### src/source/cpuPkg.sv
package cpuPkg;

    typedef logic [7:0] dataWord;             // Register, operand and memory byte
    typedef logic [7:0] memAddr;              // External memory address
    typedef logic [4:0] statusFlags;          // Sign, carry, zero, parity, overflow

    localparam int FlagSign     = 4;          // Result MSB, or A < B on compare
    localparam int FlagCarry    = 3;          // Carry out, borrow, or A > B on compare
    localparam int FlagZero     = 2;          // Result zero, or A == B on compare
    localparam int FlagParity   = 1;          // XOR of result bits
    localparam int FlagOverflow = 0;          // Signed overflow, or multiply high byte

    // Top bit of the code selects the logic unit
    typedef enum logic [3:0] {
        AluAdd  = 4'h0,
        AluSub  = 4'h1,
        AluMul  = 4'h2,
        AluDiv  = 4'h3,
        AluMod  = 4'h4,
        AluCmp  = 4'h5,
        AluAnd  = 4'h8,
        AluOr   = 4'h9,
        AluNot  = 4'hA,
        AluXor  = 4'hB,
        AluNand = 4'hC,
        AluNor  = 4'hD,
        AluXnor = 4'hE,
        AluPass = 4'hF
    } aluOp;

    localparam dataWord OpHalt = 8'h00;       // Stop and raise done
    localparam dataWord OpInc  = 8'h01;       // Unary, one operand byte
    localparam dataWord OpDec  = 8'h02;
    localparam dataWord OpNot  = 8'h03;
    localparam dataWord OpJump = 8'h04;       // Relative, one offset byte
    localparam dataWord OpAdd  = 8'h10;       // Binary, two operand bytes
    localparam dataWord OpSub  = 8'h20;
    localparam dataWord OpMul  = 8'h30;
    localparam dataWord OpDiv  = 8'h40;
    localparam dataWord OpMod  = 8'h50;
    localparam dataWord OpAnd  = 8'h60;
    localparam dataWord OpOr   = 8'h70;
    localparam dataWord OpXor  = 8'h80;
    localparam dataWord OpNand = 8'h90;
    localparam dataWord OpNor  = 8'hA0;
    localparam dataWord OpXnor = 8'hB0;
    localparam dataWord OpCmp  = 8'hC0;

endpackage

### src/source/arithmeticUnit.sv
module arithmeticUnit (
    input  cpuPkg::dataWord     operandA,
    input  cpuPkg::dataWord     operandB,
    input  cpuPkg::aluOp        op,
    output cpuPkg::dataWord     result,
    output cpuPkg::statusFlags  flags
);
    import cpuPkg::*;

    logic        invert;                    // Subtract as A + ~B + 1
    dataWord     addend;
    dataWord     sum;
    logic        carryOut;
    logic [15:0] product;
    dataWord     quotient;
    dataWord     remainder;

    // Ripple adder built from full adders
    always_comb begin
        logic carry;
        invert = (op == AluSub);
        addend = operandB ^ {8{invert}};
        carry  = invert;
        for (int i = 0; i < 8; i++) begin
            sum[i] = operandA[i] ^ addend[i] ^ carry;
            carry  = (operandA[i] & addend[i]) | (carry & (operandA[i] ^ addend[i]));
        end
        carryOut = carry;
    end

    // Shift-and-add multiplier
    always_comb begin
        product = '0;
        for (int i = 0; i < 8; i++) begin
            if (operandB[i]) product = product + ({8'd0, operandA} << i);
        end
    end

    // Successive subtraction, one quotient bit per step
    always_comb begin
        logic [8:0] partial;
        partial  = '0;
        quotient = '0;
        for (int i = 7; i >= 0; i--) begin
            partial = {partial[7:0], operandA[i]};
            if (partial >= {1'b0, operandB}) begin
                partial     = partial - {1'b0, operandB};
                quotient[i] = 1'b1;
            end
        end
        remainder = partial[7:0];
    end

    always_comb begin
        flags  = '0;
        result = '0;
        case (op)
            AluAdd: begin
                result              = sum;
                flags[FlagCarry]    = carryOut;
                flags[FlagOverflow] = (operandA[7] == operandB[7]) && (sum[7] != operandA[7]);
            end
            AluSub: begin
                result              = sum;
                flags[FlagCarry]    = ~carryOut;           // Borrow, A < B
                flags[FlagOverflow] = (operandA[7] != operandB[7]) && (sum[7] != operandA[7]);
            end
            AluMul: begin
                result              = product[7:0];        // Low byte kept
                flags[FlagOverflow] = (product[15:8] != 8'd0);
            end
            AluDiv:  result = (operandB == 8'd0) ? 8'hFF : quotient;
            AluMod:  result = (operandB == 8'd0) ? 8'hFF : remainder;
            default: result = '0;
        endcase
        flags[FlagSign]   = result[7];
        flags[FlagZero]   = (result == 8'd0);
        flags[FlagParity] = ^result;
        if ((op == AluDiv || op == AluMod) && operandB == 8'd0) begin
            flags = '1;                                     // Divide by zero
        end else if (op == AluCmp) begin
            flags             = '0;                         // Relation only
            flags[FlagZero]   = (operandA == operandB);
            flags[FlagSign]   = (operandA < operandB);
            flags[FlagCarry]  = (operandA > operandB);
        end
    end

endmodule

### src/source/logicUnit.sv
module logicUnit (
    input  cpuPkg::dataWord     operandA,
    input  cpuPkg::dataWord     operandB,
    input  cpuPkg::aluOp        op,
    output cpuPkg::dataWord     result,
    output cpuPkg::statusFlags  flags
);
    import cpuPkg::*;

    always_comb begin
        case (op)
            AluAnd:  result = operandA & operandB;
            AluOr:   result = operandA | operandB;
            AluNot:  result = ~operandA;            // Unary, B ignored
            AluXor:  result = operandA ^ operandB;
            AluNand: result = ~(operandA & operandB);
            AluNor:  result = ~(operandA | operandB);
            AluXnor: result = ~(operandA ^ operandB);
            default: result = operandA;             // Pass A through
        endcase
    end

    // No carry or overflow from bitwise ops
    always_comb begin
        flags               = '0;
        flags[FlagSign]     = result[7];
        flags[FlagZero]     = (result == 8'd0);
        flags[FlagParity]   = ^result;
    end

endmodule

### src/source/controlSequencer.sv
module controlSequencer (
    input  logic             clock,
    input  logic             reset,
    input  cpuPkg::dataWord  ir,             // Opcode of the current instruction
    output logic             pcInc,
    output logic             pcJump,
    output logic             irLoad,
    output logic             aLoad,
    output logic             bLoad,
    output logic             bLoadOne,
    output logic             resultLoad,     // Loads C and the status register
    output logic             store,          // Memory write and pointer bump
    output cpuPkg::aluOp     op,
    output logic             done
);
    import cpuPkg::*;

    typedef enum logic [3:0] {
        Fetch, Decode, LoadA, LoadB, LoadOne, Execute, Store, Jump, Halted
    } seqState;

    seqState state, nextState;

    always_ff @(posedge clock or negedge reset) begin
        if (!reset) begin
            state <= Fetch;
        end else begin
            state <= nextState;
        end
    end

    always_comb begin
        nextState = Fetch;                          // Fall back to fetch
        case (state)
            Fetch:   nextState = Decode;
            Decode: begin
                case (ir)
                    OpHalt:  nextState = Halted;
                    OpJump:  nextState = LoadB;     // Offset goes to B
                    OpInc, OpDec, OpNot,
                    OpAdd, OpSub, OpMul, OpDiv, OpMod,
                    OpAnd, OpOr, OpXor, OpNand, OpNor, OpXnor,
                    OpCmp:   nextState = LoadA;
                    default: nextState = Fetch;     // Unknown opcode skipped
                endcase
            end
            LoadA: begin
                if (ir == OpNot) begin
                    nextState = Execute;            // Single operand
                end else if (ir == OpInc || ir == OpDec) begin
                    nextState = LoadOne;
                end else begin
                    nextState = LoadB;
                end
            end
            LoadB:   nextState = (ir == OpJump) ? Jump : Execute;
            LoadOne: nextState = Execute;
            Execute: nextState = Store;
            Store:   nextState = Fetch;
            Jump:    nextState = Fetch;
            Halted:  nextState = Halted;            // Only reset leaves
            default: nextState = Fetch;
        endcase
    end

    always_comb begin
        pcInc      = 1'b0;
        pcJump     = 1'b0;
        irLoad     = 1'b0;
        aLoad      = 1'b0;
        bLoad      = 1'b0;
        bLoadOne   = 1'b0;
        resultLoad = 1'b0;
        store      = 1'b0;
        case (state)
            Fetch: begin
                irLoad = 1'b1;
                pcInc  = 1'b1;
            end
            LoadA: begin
                aLoad = 1'b1;
                pcInc = 1'b1;
            end
            LoadB: begin
                bLoad = 1'b1;
                pcInc = 1'b1;
            end
            LoadOne: bLoadOne   = 1'b1;
            Execute: resultLoad = 1'b1;
            Store:   store      = 1'b1;
            Jump:    pcJump     = 1'b1;
            default: ;                              // Decode and Halted drive nothing
        endcase
    end

    // Opcode to ALU operation with inc and dec reusing add and sub on B = 1
    always_comb begin
        case (ir)
            OpInc, OpAdd: op = AluAdd;
            OpDec, OpSub: op = AluSub;
            OpMul:        op = AluMul;
            OpDiv:        op = AluDiv;
            OpMod:        op = AluMod;
            OpCmp:        op = AluCmp;
            OpNot:        op = AluNot;
            OpAnd:        op = AluAnd;
            OpOr:         op = AluOr;
            OpXor:        op = AluXor;
            OpNand:       op = AluNand;
            OpNor:        op = AluNor;
            OpXnor:       op = AluXnor;
            default:      op = AluPass;
        endcase
    end

    assign done = (state == Halted);

endmodule

### src/source/dataPath.sv
module dataPath #(
    parameter cpuPkg::memAddr ResultBase = 8'd128
) (
    input  logic                clock,
    input  logic                reset,
    input  cpuPkg::dataWord     readData,
    input  logic                pcInc,
    input  logic                pcJump,
    input  logic                irLoad,
    input  logic                aLoad,
    input  logic                bLoad,
    input  logic                bLoadOne,
    input  logic                resultLoad,
    input  logic                store,
    input  cpuPkg::dataWord     arithResult,
    input  cpuPkg::statusFlags  arithFlags,
    input  cpuPkg::dataWord     logicResult,
    input  cpuPkg::statusFlags  logicFlags,
    input  cpuPkg::aluOp        op,
    output cpuPkg::dataWord     ir,
    output cpuPkg::dataWord     operandA,
    output cpuPkg::dataWord     operandB,
    output cpuPkg::memAddr      address,
    output cpuPkg::dataWord     writeData,
    output cpuPkg::statusFlags  flags
);
    import cpuPkg::*;

    memAddr     pc;
    memAddr     answerPtr;                  // Next free byte of the answer area
    dataWord    regC;                       // Result waiting for store
    statusFlags status;
    dataWord    aluResult;
    statusFlags aluFlags;

    always_ff @(posedge clock or negedge reset) begin
        if (!reset) begin
            pc <= '0;
        end else if (pcJump) begin
            pc <= pc + operandB;            // PC already past the offset byte
        end else if (pcInc) begin
            pc <= pc + 8'd1;
        end
    end

    always_ff @(posedge clock or negedge reset) begin
        if (!reset) begin
            ir       <= '0;
            operandA <= '0;
            operandB <= '0;
        end else begin
            if (irLoad) ir <= readData;
            if (aLoad) operandA <= readData;
            if (bLoad) begin
                operandB <= readData;
            end else if (bLoadOne) begin
                operandB <= 8'd1;           // Step for inc and dec
            end
        end
    end

    // Top bit of op picks the logic unit
    assign aluResult = op[3] ? logicResult : arithResult;
    assign aluFlags  = op[3] ? logicFlags : arithFlags;

    always_ff @(posedge clock or negedge reset) begin
        if (!reset) begin
            regC      <= '0;
            status    <= '0;
            answerPtr <= '0;
        end else begin
            if (resultLoad) begin
                regC   <= aluResult;
                status <= aluFlags;
            end
            if (store) answerPtr <= answerPtr + 8'd1;
        end
    end

    assign address   = store ? memAddr'(ResultBase + answerPtr) : pc;  // Answer slot only in Store
    assign writeData = regC;
    assign flags     = status;

endmodule

### src/source/processorCore.sv
module processorCore #(
    parameter cpuPkg::memAddr ResultBase = 8'd128    // First byte of the answer area
) (
    input  logic                 clock,
    input  logic                 reset,
    input  cpuPkg::dataWord      readData,           // Combinational memory read
    output cpuPkg::memAddr       address,
    output cpuPkg::dataWord      writeData,
    output logic                 writeEnable,        // One-cycle store strobe
    output logic                 done,               // Level, high once halted
    output cpuPkg::statusFlags   flags
);
    import cpuPkg::*;

    logic       pcInc, pcJump, irLoad;               // Sequencer strobes
    logic       aLoad, bLoad, bLoadOne, resultLoad;
    aluOp       op;
    dataWord    ir;
    dataWord    operandA, operandB;
    dataWord    arithResult, logicResult;
    statusFlags arithFlags, logicFlags;

    // Store strobe doubles as the memory write enable
    controlSequencer sequencer_inst (
        .clock(clock), .reset(reset), .ir(ir),
        .pcInc(pcInc), .pcJump(pcJump), .irLoad(irLoad),
        .aLoad(aLoad), .bLoad(bLoad), .bLoadOne(bLoadOne),
        .resultLoad(resultLoad), .store(writeEnable), .op(op), .done(done)
    );

    dataPath #(
        .ResultBase(ResultBase)
    ) dataPath_inst (
        .clock(clock), .reset(reset), .readData(readData),
        .pcInc(pcInc), .pcJump(pcJump), .irLoad(irLoad),
        .aLoad(aLoad), .bLoad(bLoad), .bLoadOne(bLoadOne),
        .resultLoad(resultLoad), .store(writeEnable),
        .arithResult(arithResult), .arithFlags(arithFlags),
        .logicResult(logicResult), .logicFlags(logicFlags), .op(op),
        .ir(ir), .operandA(operandA), .operandB(operandB),
        .address(address), .writeData(writeData), .flags(flags)
    );

    arithmeticUnit arith_inst (
        .operandA(operandA), .operandB(operandB), .op(op),
        .result(arithResult), .flags(arithFlags)
    );

    logicUnit logic_inst (
        .operandA(operandA), .operandB(operandB), .op(op),
        .result(logicResult), .flags(logicFlags)
    );

endmodule

### config.mk
export PLATFORM = sky130hd
export DESIGN_NAME = processorCore
export DESIGN_NICKNAME = d
export VERILOG_FILES = /design/src/source/cpuPkg.sv /design/src/source/arithmeticUnit.sv /design/src/source/logicUnit.sv /design/src/source/controlSequencer.sv /design/src/source/dataPath.sv /design/src/source/processorCore.sv
export SDC_FILE = /design/constraint.sdc
export NUM_CORES = 1
export LEC_CHECK = 0
export ABC_AREA = 1
export BUFFER_PORTS_ARGS = -buffer_cell sky130_fd_sc_hd__buf_2
export CAP_MARGIN = 10
export CORE_MARGIN = 2
export CORE_UTILIZATION = 45
export DETAILED_ROUTE_END_ITERATION = 10
export PLACE_DENSITY_LB_ADDON = 0.1
export SLEW_MARGIN = 20
export SYNTH_ARGS = -nofsm -noshare
export SYNTH_HDL_FRONTEND = slang
export SYNTH_SLANG_ARGS = --single-unit
### constraint.sdc
create_clock -name clock -period 19.1 [get_ports clock]
set_input_delay 3.82 -clock clock [delete_from_list [all_inputs] [get_ports clock]]
set_output_delay 3.82 -clock clock [all_outputs]
set_load 0.005 [all_outputs]
# == Yosys cells after proc, flatten, opt, wreduce, memory -nomap -nowiden ==
# Cells that the tools add are included.
# Widths: inputs -> output; s select.
# totals
register_bits,57
input_bits,10
out_inout_bits,23
elab_cells,200
# op_classes
add_sub_neg,19
n_lt_le_gt_ge,10
eq_ne,40
n_mux,53
bitwise,49
n_reduce_logical,21
# ops
op,n
$mux 8,17
$mux 16,7
$ge 9x8->1,7
$pmux 8 s7,1
$sub 8x8->8,7
$pmux 4 s13,1
$eq 8x8->1 const B,5
$eq 4x4->1 const B,8
$eq 8x7->1 const B,4
$logic_not 8->1,4
$not 8->8,4
$pmux 8 s4,1
$pmux 4 s7,1
$eq 4x3->1 const B,6
$add 16x10->16,1
$add 16x11->16,1
$add 16x12->16,1
$add 16x13->16,1
$add 16x14->16,1
$add 16x15->16,1
$add 8x1->8 const B,2
$and 1x1->1,16
$eq 4x2->1 const B,4
$eq 8x2->1 const B,2
other kinds (38),89

# == Depth between registers and ports, before layout ==
# Gate-level depths: netlist of run 1.
# logic_depth
word_depth,27
ltp_mapped,109
ltp_nobuf,106

# == Hierarchy ==
# Synthesis of run 1 repeated with hierarchy kept, for this count alone.
# hier_totals
hier_cells,1840
area_unflattened_um2,11686.2
# by_module_without_submodules
module,instances,cells_each,area_per_inst_um2,seq_area_each_um2
arithmeticUnit,1,1166,7135.6,0.0
dataPath,1,312,2605.0,1326.3
logicUnit,1,247,1308.8,0.0
controlSequencer,1,115,636.9,100.1

# == Worst setup path before layout of run 1 ==
# OpenSTA, ideal clock, no wires.
# synth_path
path_kind,flip-flop to flip-flop
start,register dataPath_inst.operandB[1]
end,register dataPath_inst.status[1] (netlist: dataPath_inst.flags[1])
setup_time_ns,0.128
arrival_ns,14.332
required_time_ns,18.972
path_slack_ns,4.640
path_stages_with_launch,103
n_path_buf,6
period_less_slack_ns,14.460
path_cell_list,dfrtp_1 > buf_4 > inv_2 > clkbuf_1 > ha_1 > inv_1 > nand2_2 > nand2_1 > o21ai_0 > ha_1 > nand2_1 > nor2_1 > a21oi_1 > nand2_4 > inv_2 > nand2_2 > a21oi_1 > ha_1 > (+67 left out) > nor2_1 > nor2_1 > nor2_1 > nor2_1 > o21bai_1 > a211oi_1 > nand3_2 > buf_6 > a21oi_1 > o21ai_1 > nand2_1 > inv_1 > ha_1 > xnor2_1 > xnor2_1 > nor2_1 > nor3_1 > o21ai_0
# synth_between
elab_chain_len,22
word_cells_on_any_way,84
classes_between,add/sub: 14; order compare: 8; mux: 30; bitwise: 28; reduce/logical: 4
# synth_rtl
item,line_no,rtl
"start, declared",dataPath.sv:22,"output cpuPkg::dataWord operandB,"
"start signal, assigned",dataPath.sv:55,operandB <= readData;
$sub 1x8->8 / $ge 1x8->1 (equally long branches),"arithmeticUnit.sv:47, arithmeticUnit.sv:46",
$mux 8,arithmeticUnit.sv:46,"if (partial >= {1'b0, operandB}) begin"
$sub 8x8->8 / $ge 9x8->1 (equally long branches),"arithmeticUnit.sv:47, arithmeticUnit.sv:46",
$mux 8,arithmeticUnit.sv:46,
$sub 8x8->8 / $ge 9x8->1 (equally long branches),"arithmeticUnit.sv:47, arithmeticUnit.sv:46",
$mux 8,arithmeticUnit.sv:46,
$sub 8x8->8 / $ge 9x8->1 (equally long branches),"arithmeticUnit.sv:47, arithmeticUnit.sv:46",
$mux 8,arithmeticUnit.sv:46,
(+6 left out),-,
$ge 9x8->1 / $sub 8x8->8 (equally long branches),"arithmeticUnit.sv:46, arithmeticUnit.sv:47",
$mux 8 / $mux 1 (equally long branches),arithmeticUnit.sv:46,
$mux 8 (on tied branches),"arithmeticUnit.sv:73, arithmeticUnit.sv:72",
$pmux 8 s4,arithmeticUnit.sv:57,case (op)
$reduce_xor 8->1,arithmeticUnit.sv:78,flags[FlagParity] = ^result;
$mux 5,arithmeticUnit.sv:81,end else if (op == AluCmp) begin
$mux 5,arithmeticUnit.sv:79,if ((op == AluDiv || op == AluMod) && operandB == 8'd0) begin
$mux 5 *,dataPath.sv:64,assign aluFlags = op[3] ? logicFlags : arithFlags;
"end signal, assigned",dataPath.sv:74,status <= aluFlags;
"end, declared",dataPath.sv:32,statusFlags status;
# Every way passes the cells marked *; elsewhere a longest branch is shown, timed or not.
# A chain may end at the register's enable or synchronous reset.

# == Worst setup path in the final report of run 1 ==
# layout_path
start,register dataPath_inst.operandA[7]
end,register dataPath_inst.status[1] (netlist: dataPath_inst.flags[1])
# layout_between
elab_chain_len,22
word_cells_on_any_way,65
classes_between,add/sub: 15; order compare: 8; mux: 31; bitwise: 9; reduce/logical: 2
# layout_rtl
item,line_no,rtl
"start, declared",dataPath.sv:21,"output cpuPkg::dataWord operandA,"
"start signal, assigned",dataPath.sv:53,if (aLoad) operandA <= readData;
branches (longest 21 deep; another with $add 16x10->16),-,
$mux 5 *,dataPath.sv:64,
# Mark *: on every way between the ends.

==> impl_metrics.tcl, run 1 <==
set metrics [dict create \
    status "complete, no violations" \
    cts_root_buf "clkbuf_16" \
    drc 0 \
    async_reset_ff_share_pct 100 \
    insertion_delay_ns 0.33 \
    fin_crit_sh_pct 85.6 \
    max-cap-violations 0 \
    ys_ff_latch 57 \
    cts_resized 0 \
    ios 33 \
    ant_nets 0 \
    synthTopCellsByArea "ha_1 19%, dfrtp_1 14%, nand2_1 13%, inv_1 8.6%, xor2_1 5.0%" \
    die_area_sq_um 24600 \
    rrSetupSlack_ns 2.75 \
    slew_headroom_pct 26.2 \
    overflow 0 \
    placed_cells 1919 \
    drive_gt1_share_pct 7.71 \
    dr.pass1.iters 5 \
    min-delay-path-class "reg -> reg" \
    start_util_pct 46.2 \
    path_clk_slew_ns 0.05 \
    cts_post_setup_buffers_inserted 0 \
    synth.distinct_cells 55 \
    hpwl_um 22800 \
    seq_area_frac_synth_pct 13.6 \
    grt_pass1_vias 9884 \
    fin_cells 1935 \
    path_class "reg -> reg" \
    clk_path_buf_depth 2 \
    die_w_um 157 \
    rsz0062_at_grt "no" \
    cp.required_ns 19.30 \
    synth_flop_cell "dfrtp_1" \
    numCtsBuffers 9 \
    period_needed_ns 16.35 \
    tightest_slew_ns 1.10 \
    fmax_mhz 61.2 \
    rows 55 \
    drt_iter0_markers 684 \
    cpMaxStageDelayCell "dfrtp_1" \
    path_common_cell "nand2_1" \
    synth.avg_cell_area_sq_um 6.62 \
    track_usage_pct 25.1 \
    synth_enable_flop_cells 0 \
    grt_start_max_net_pins 58 \
    num_antenna_cells 0 \
    cpPeakStageDelay_ns 0.70 \
    fp.coreArea_sq_um 22800 \
    grt_pass1_wl_um 49500 \
    area_growth_pct 7.87 \
    synth_warnings 0 \
    hold_viol 0 \
    design_area_sq_um 11300 \
    arrival_ns 16.55 \
    totalWireLength_um 29900 \
    yosysTopAreaCellShare_pct 18.9 \
    nFillCells 2332 \
    drv_slew 0 \
    crit_path_max_fanout 15 \
    synth_top_area_cell "ha_1" \
    synthCells 1588 \
    gp_congestion 0.921 \
    num_vias 10300 \
    fin_tns_setup_ns 0 \
    yosys-top-cells-count "378 x nand2_1, 242 x inv_1, 159 x ha_1" \
    cts_tree "done" \
    cts_sinks 57 \
    viasPerCell 5.34 \
    wl_per_cell_um 15.5 \
    synth.most_common_cell "nand2_1" \
    antenna_found_initial 0 \
    hold_buffers 0 \
    h-tree-depth 3 \
    nets 1808 \
    io_buffers 32 \
    die_height_um 157 \
    end_kind "flip-flop" \
    skew_ns 0.00902 \
    whs_ns 0.468 \
    place_area_sq_um 11000 \
    synth_fp_nets 1779 \
    critPathLaunchType "flip-flop" \
    setup_viol 0 \
    syn-cell-area_sq_um 10500 \
]
## registers in the layout, summed over array words and instances, names as in the netlist
signal and flops:
dataPath_inst.operandA 8, dataPath_inst.pc 8, dataPath_inst.writeData 8, dataPath_inst.flags 5, dataPath_inst.answerPtr 8, dataPath_inst.operandB 8
sequencer_inst.state 4, dataPath_inst.ir 8
## kinds of logic (layout without fill, tap and decap cells)
family	count (synthesis)	after routing	synth area share [%]
AOI/OAI and AO/OA	301	301	16.7
buffers and inverters	282	316	10.7
xor gates and xnor gates	82	82	6.83
adders and majority gates	181	181	23.1
and+or+nand+nor	685	685	29.1
DFF	57	57	13.6
## critical path: cells and delay by family, from the launching register on
kind                     cells  cell delay [ns]
AO/OA/AOI/OAI               30             6.08
AND/OR/NAND/NOR             45             5.00
adder cells (fa/ha/maj)     10             2.82
buffers and inverters       12             1.23
flip-flops                   1             0.70
XOR/XNOR                     2             0.32
## path summary, 6_finish.rpt
kind | end | start | cells past startpoint
hold reg to reg | dataPath_inst.answerPtr[7] | dataPath_inst.answerPtr[7] | 1
max in group asynchronous | dataPath_inst.operandA[7] | reset | 2
hold / removal | dataPath_inst.answerPtr[7] | dataPath_inst.answerPtr[7] | 1
min in group asynchronous | dataPath_inst.answerPtr[4] | reset | 2
setup reg to reg | dataPath_inst.flags[1] | dataPath_inst.operandA[7] | 99
setup / recovery | dataPath_inst.flags[1] | dataPath_inst.operandA[7] | 99
## layer usage
| layer | global-route usage [%] | share of wire (%) |
|---|---|---|
| met4 | 5.33 | 1.8 |
| met3 | 2.08 | 4.0 |
| met2 | 42.0 | 45 |
| met1 | 35.2 | 49 |
| met5 | 0 | 0 |
## final cells by class
cell class / instances / area, sq um / share of cell area, %
repair buffers: 44 / 250 / 2.21
inverters: 256 / 970 / 8.55
clock inverters: 4 / 75.1 / 0.662
well taps: 313 / 392 / 3.45
flip-flops and latches: 57 / 1430 / 12.6
multi-input cells: 1249 / 7970 / 70.3
clock buffers: 12 / 256 / 2.26
## through the flow
stage               utilization, %  worst slack, ns
CTS                           49.8             2.78
finish                        49.8             2.75
global route                  49.8            0.626
global placement              48.3             3.50
floorplan                        -             4.64
detailed placement            48.3             2.83
## cell usage in the layout, fill, tap and decap left out, types with 3 or more instances in the layout
cell type	synthesis	layout
a22oi_1	7	7
xnor2_1	22	22
nor3_1	24	23
nand3b_1	5	5
inv_1	242	242
o211ai_1	11	11
a211oi_1	13	13
clkbuf_16	0	9
o22ai_1	20	20
nand4_1	17	17
o21bai_1	7	7
nand3_4	4	4
o21ai_0	103	103
and2_1	5	5
a221oi_1	4	4
nand2_2	12	12
nand2_4	3	3
inv_2	10	10
nand2_1	378	378
o311ai_0	5	5
buf_4	1	12
a21oi_1	94	94
o21ai_1	8	8
dfrtp_1	57	57
nor2_8	3	3
o21a_1	5	5
ha_1	159	159
a21o_1	4	4
a21oi_2	3	3
xor2_1	60	60
nor2_1	120	120
buf_2	2	32
nand3_2	8	8
fa_1	22	22
or2_2	11	11
o31ai_1	4	3
o2111ai_1	3	3
nor4_1	9	9
nand3_1	79	79
Power of run 1 is left out: the tool's default activity adds up to more than one toggle a clock period on the data nets, which glitch-free logic cannot reach.
==> inputs of run 2 (changes only) <==
Settings changed: ABC_AREA 1 to default.
==> impl_metrics.tcl, run 2 <==
set metrics [dict create \
    status "complete, no violations" \
    die_area_sq_um 25100 \
    die_w_um 159 \
    nets 1552 \
    rows 56 \
    drive_gt1_share_pct 11.3 \
    ff_latch_area_sq_um 1430 \
    synthTopCellsByArea "ha_1 19%, dfrtp_1 13%, xnor2_1 6.1%, a21oi_1 4.5%, mux2_2 4.4%" \
    place_area_sq_um 11300 \
    setup_viol 0 \
    period_needed_ns 17.56 \
    nFillCells 2275 \
    cp.depth 82 \
    cts_sinks 57 \
    synth.avg_cell_area_sq_um 8.06 \
    antenna_found_initial 0 \
    synthCells 1332 \
    numCtsBuffers 9 \
    cts_tree "done" \
    multi_input_area_sq_um 8750 \
    io_buffers 32 \
    cp.required_ns 19.32 \
    seq_area_frac_synth_pct 13.3 \
    yosysTopAreaCellShare_pct 18.5 \
    syn-cell-area_sq_um 10700 \
    cp_top_family "compound AO/OA/AOI/OAI gates" \
    crit_start "dataPath_inst.operandA[7]" \
    ant_nets 0 \
    drv_slew 0 \
    fin_tns_setup_ns 0 \
    min-delay-path-class "reg -> reg" \
    synth.distinct_cells 90 \
    cpMaxStageDelayCell "or4_1" \
    timing.rr.end "dataPath_inst.flags[1]" \
    arrival_ns 17.78 \
    num_vias 9956 \
    grt_pass1_vias 9420 \
    cpPeakStageDelay_ns 0.49 \
    die_height_um 159 \
    synth.most_common_cell "ha_1" \
    tightest_slew_ns 1.01 \
    finalWorstSetupSlack_ns 1.54 \
    num_antenna_cells 0 \
    skew_ns 0.00799 \
    wl_per_cell_um 18.9 \
    insertion_delay_ns 0.33 \
    synth_warnings 0 \
    cts_root_buf "clkbuf_16" \
    overflow 0 \
    start_util_pct 45.8 \
    hpwl_um 24400 \
    synth_flop_cell "dfrtp_1" \
    synth_top_area_cell "ha_1" \
    r2r-start "dataPath_inst.operandA[7]" \
    gp_congestion 0.892 \
    mostFrequentLayoutCells "159 x ha_1, 110 x nor2_1, 99 x inv_1" \
    critPathBufInv 9 \
    critPathLaunchType "flip-flop" \
    yosys-top-cells-count "159 x ha_1, 110 x nor2_1, 99 x inv_1" \
    end_kind "flip-flop" \
    drt_iter0_markers 619 \
    totalWireLength_um 31900 \
    viasPerCell 5.91 \
    area_growth_pct 8.31 \
    crit_end "dataPath_inst.flags[1]" \
    grt_start_max_net_pins 58 \
    track_usage_pct 25.8 \
    ys_ff_latch 57 \
    rrSetupSlack_ns 1.54 \
    slew_headroom_pct 32.2 \
    grt_pass1_wl_um 51000 \
    path_common_cell "ha_1" \
    synth_enable_flop_cells 0 \
    drc 0 \
    synth_fp_nets 1523 \
    rsz0062_at_grt "no" \
    dp_slack_ns 1.19 \
    fin_crit_sh_pct 91.9 \
    fp.coreArea_sq_um 23500 \
    final_common_cell "ha_1" \
    path_class "reg -> reg" \
    max-cap-violations 0 \
    clk_path_buf_depth 2 \
    fmax_mhz 57.0 \
    crit_path_max_fanout 20 \
    design_area_sq_um 11600 \
    dr.pass1.iters 5 \
    ios 33 \
    hold_viol 0 \
    async_reset_ff_share_pct 100 \
    path_clk_slew_ns 0.06 \
    reg2regPathDepth 82 \
    h-tree-depth 3 \
]
-- run 2: stage by stage --
| step | cells | utilization, % | hold slack (ns) |
|---|---|---|---|
| finish | 1685 | 49.6 | 0.471 |
| global route | 1685 | 49.6 | 0.506 |
| CTS | 1681 | 49.4 | 0.471 |
| detailed placement | 1665 | 48.1 | 0.463 |
| global placement | 1665 | 48.1 | 0.458 |
| floorplan | 1332 | - | 0.442 |
-- run 2: logic make-up after synthesis --
kind of cell	after synthesis	share of synthesized area (%)
AOI/OAI and AO/OA	394	25.3
and+or+nand+nor	381	17.7
adders and majority gates	181	22.6
buffers and inverters	145	5.37
xor gates and xnor gates	94	7.66
muxes	80	8.06
DFF	57	13.3
-- run 2: worst min path at each step --
stage                            endpoint  depth (start not counted)                       start
2_1_floorplan         dataPath_inst.pc[7]                          1         dataPath_inst.pc[7]
3_3_place_gp          dataPath_inst.pc[7]                          1         dataPath_inst.pc[7]
3_5_place_dp          dataPath_inst.pc[7]                          1         dataPath_inst.pc[7]
4_1_cts               dataPath_inst.pc[7]                          1         dataPath_inst.pc[7]
5_1_grt        dataPath_inst.writeData[7]                          2  dataPath_inst.writeData[7]
6_report              dataPath_inst.pc[7]                          1         dataPath_inst.pc[7]
-- run 2: layout make-up --
class / instances / area share [%]
sequential: 57 / 12.3
inverter: 104 / 3.36
tap: 319 / 3.43
timing repair buffer: 59 / 3.12
clock buffer: 9 / 1.94
multi-input combinational: 1130 / 75.2
clock inverter: 7 / 0.667
-- run 2: what timing repair did --
item | in CTS | in global routing
buffers inserted | 0 | 4
endpoints found under the setup margin | 0 | 3
hold buffers | 0 | 0
resized for setup | 0 | 4
-- run 2: per-layer routing --
layer	routed length [um]	GRT usage (%)
met3	1360	2.26
met4	603	6.35
met2	15000	44.4
met5	0	0
met1	14900	35.0
Power of run 2 is left out for the same reason.
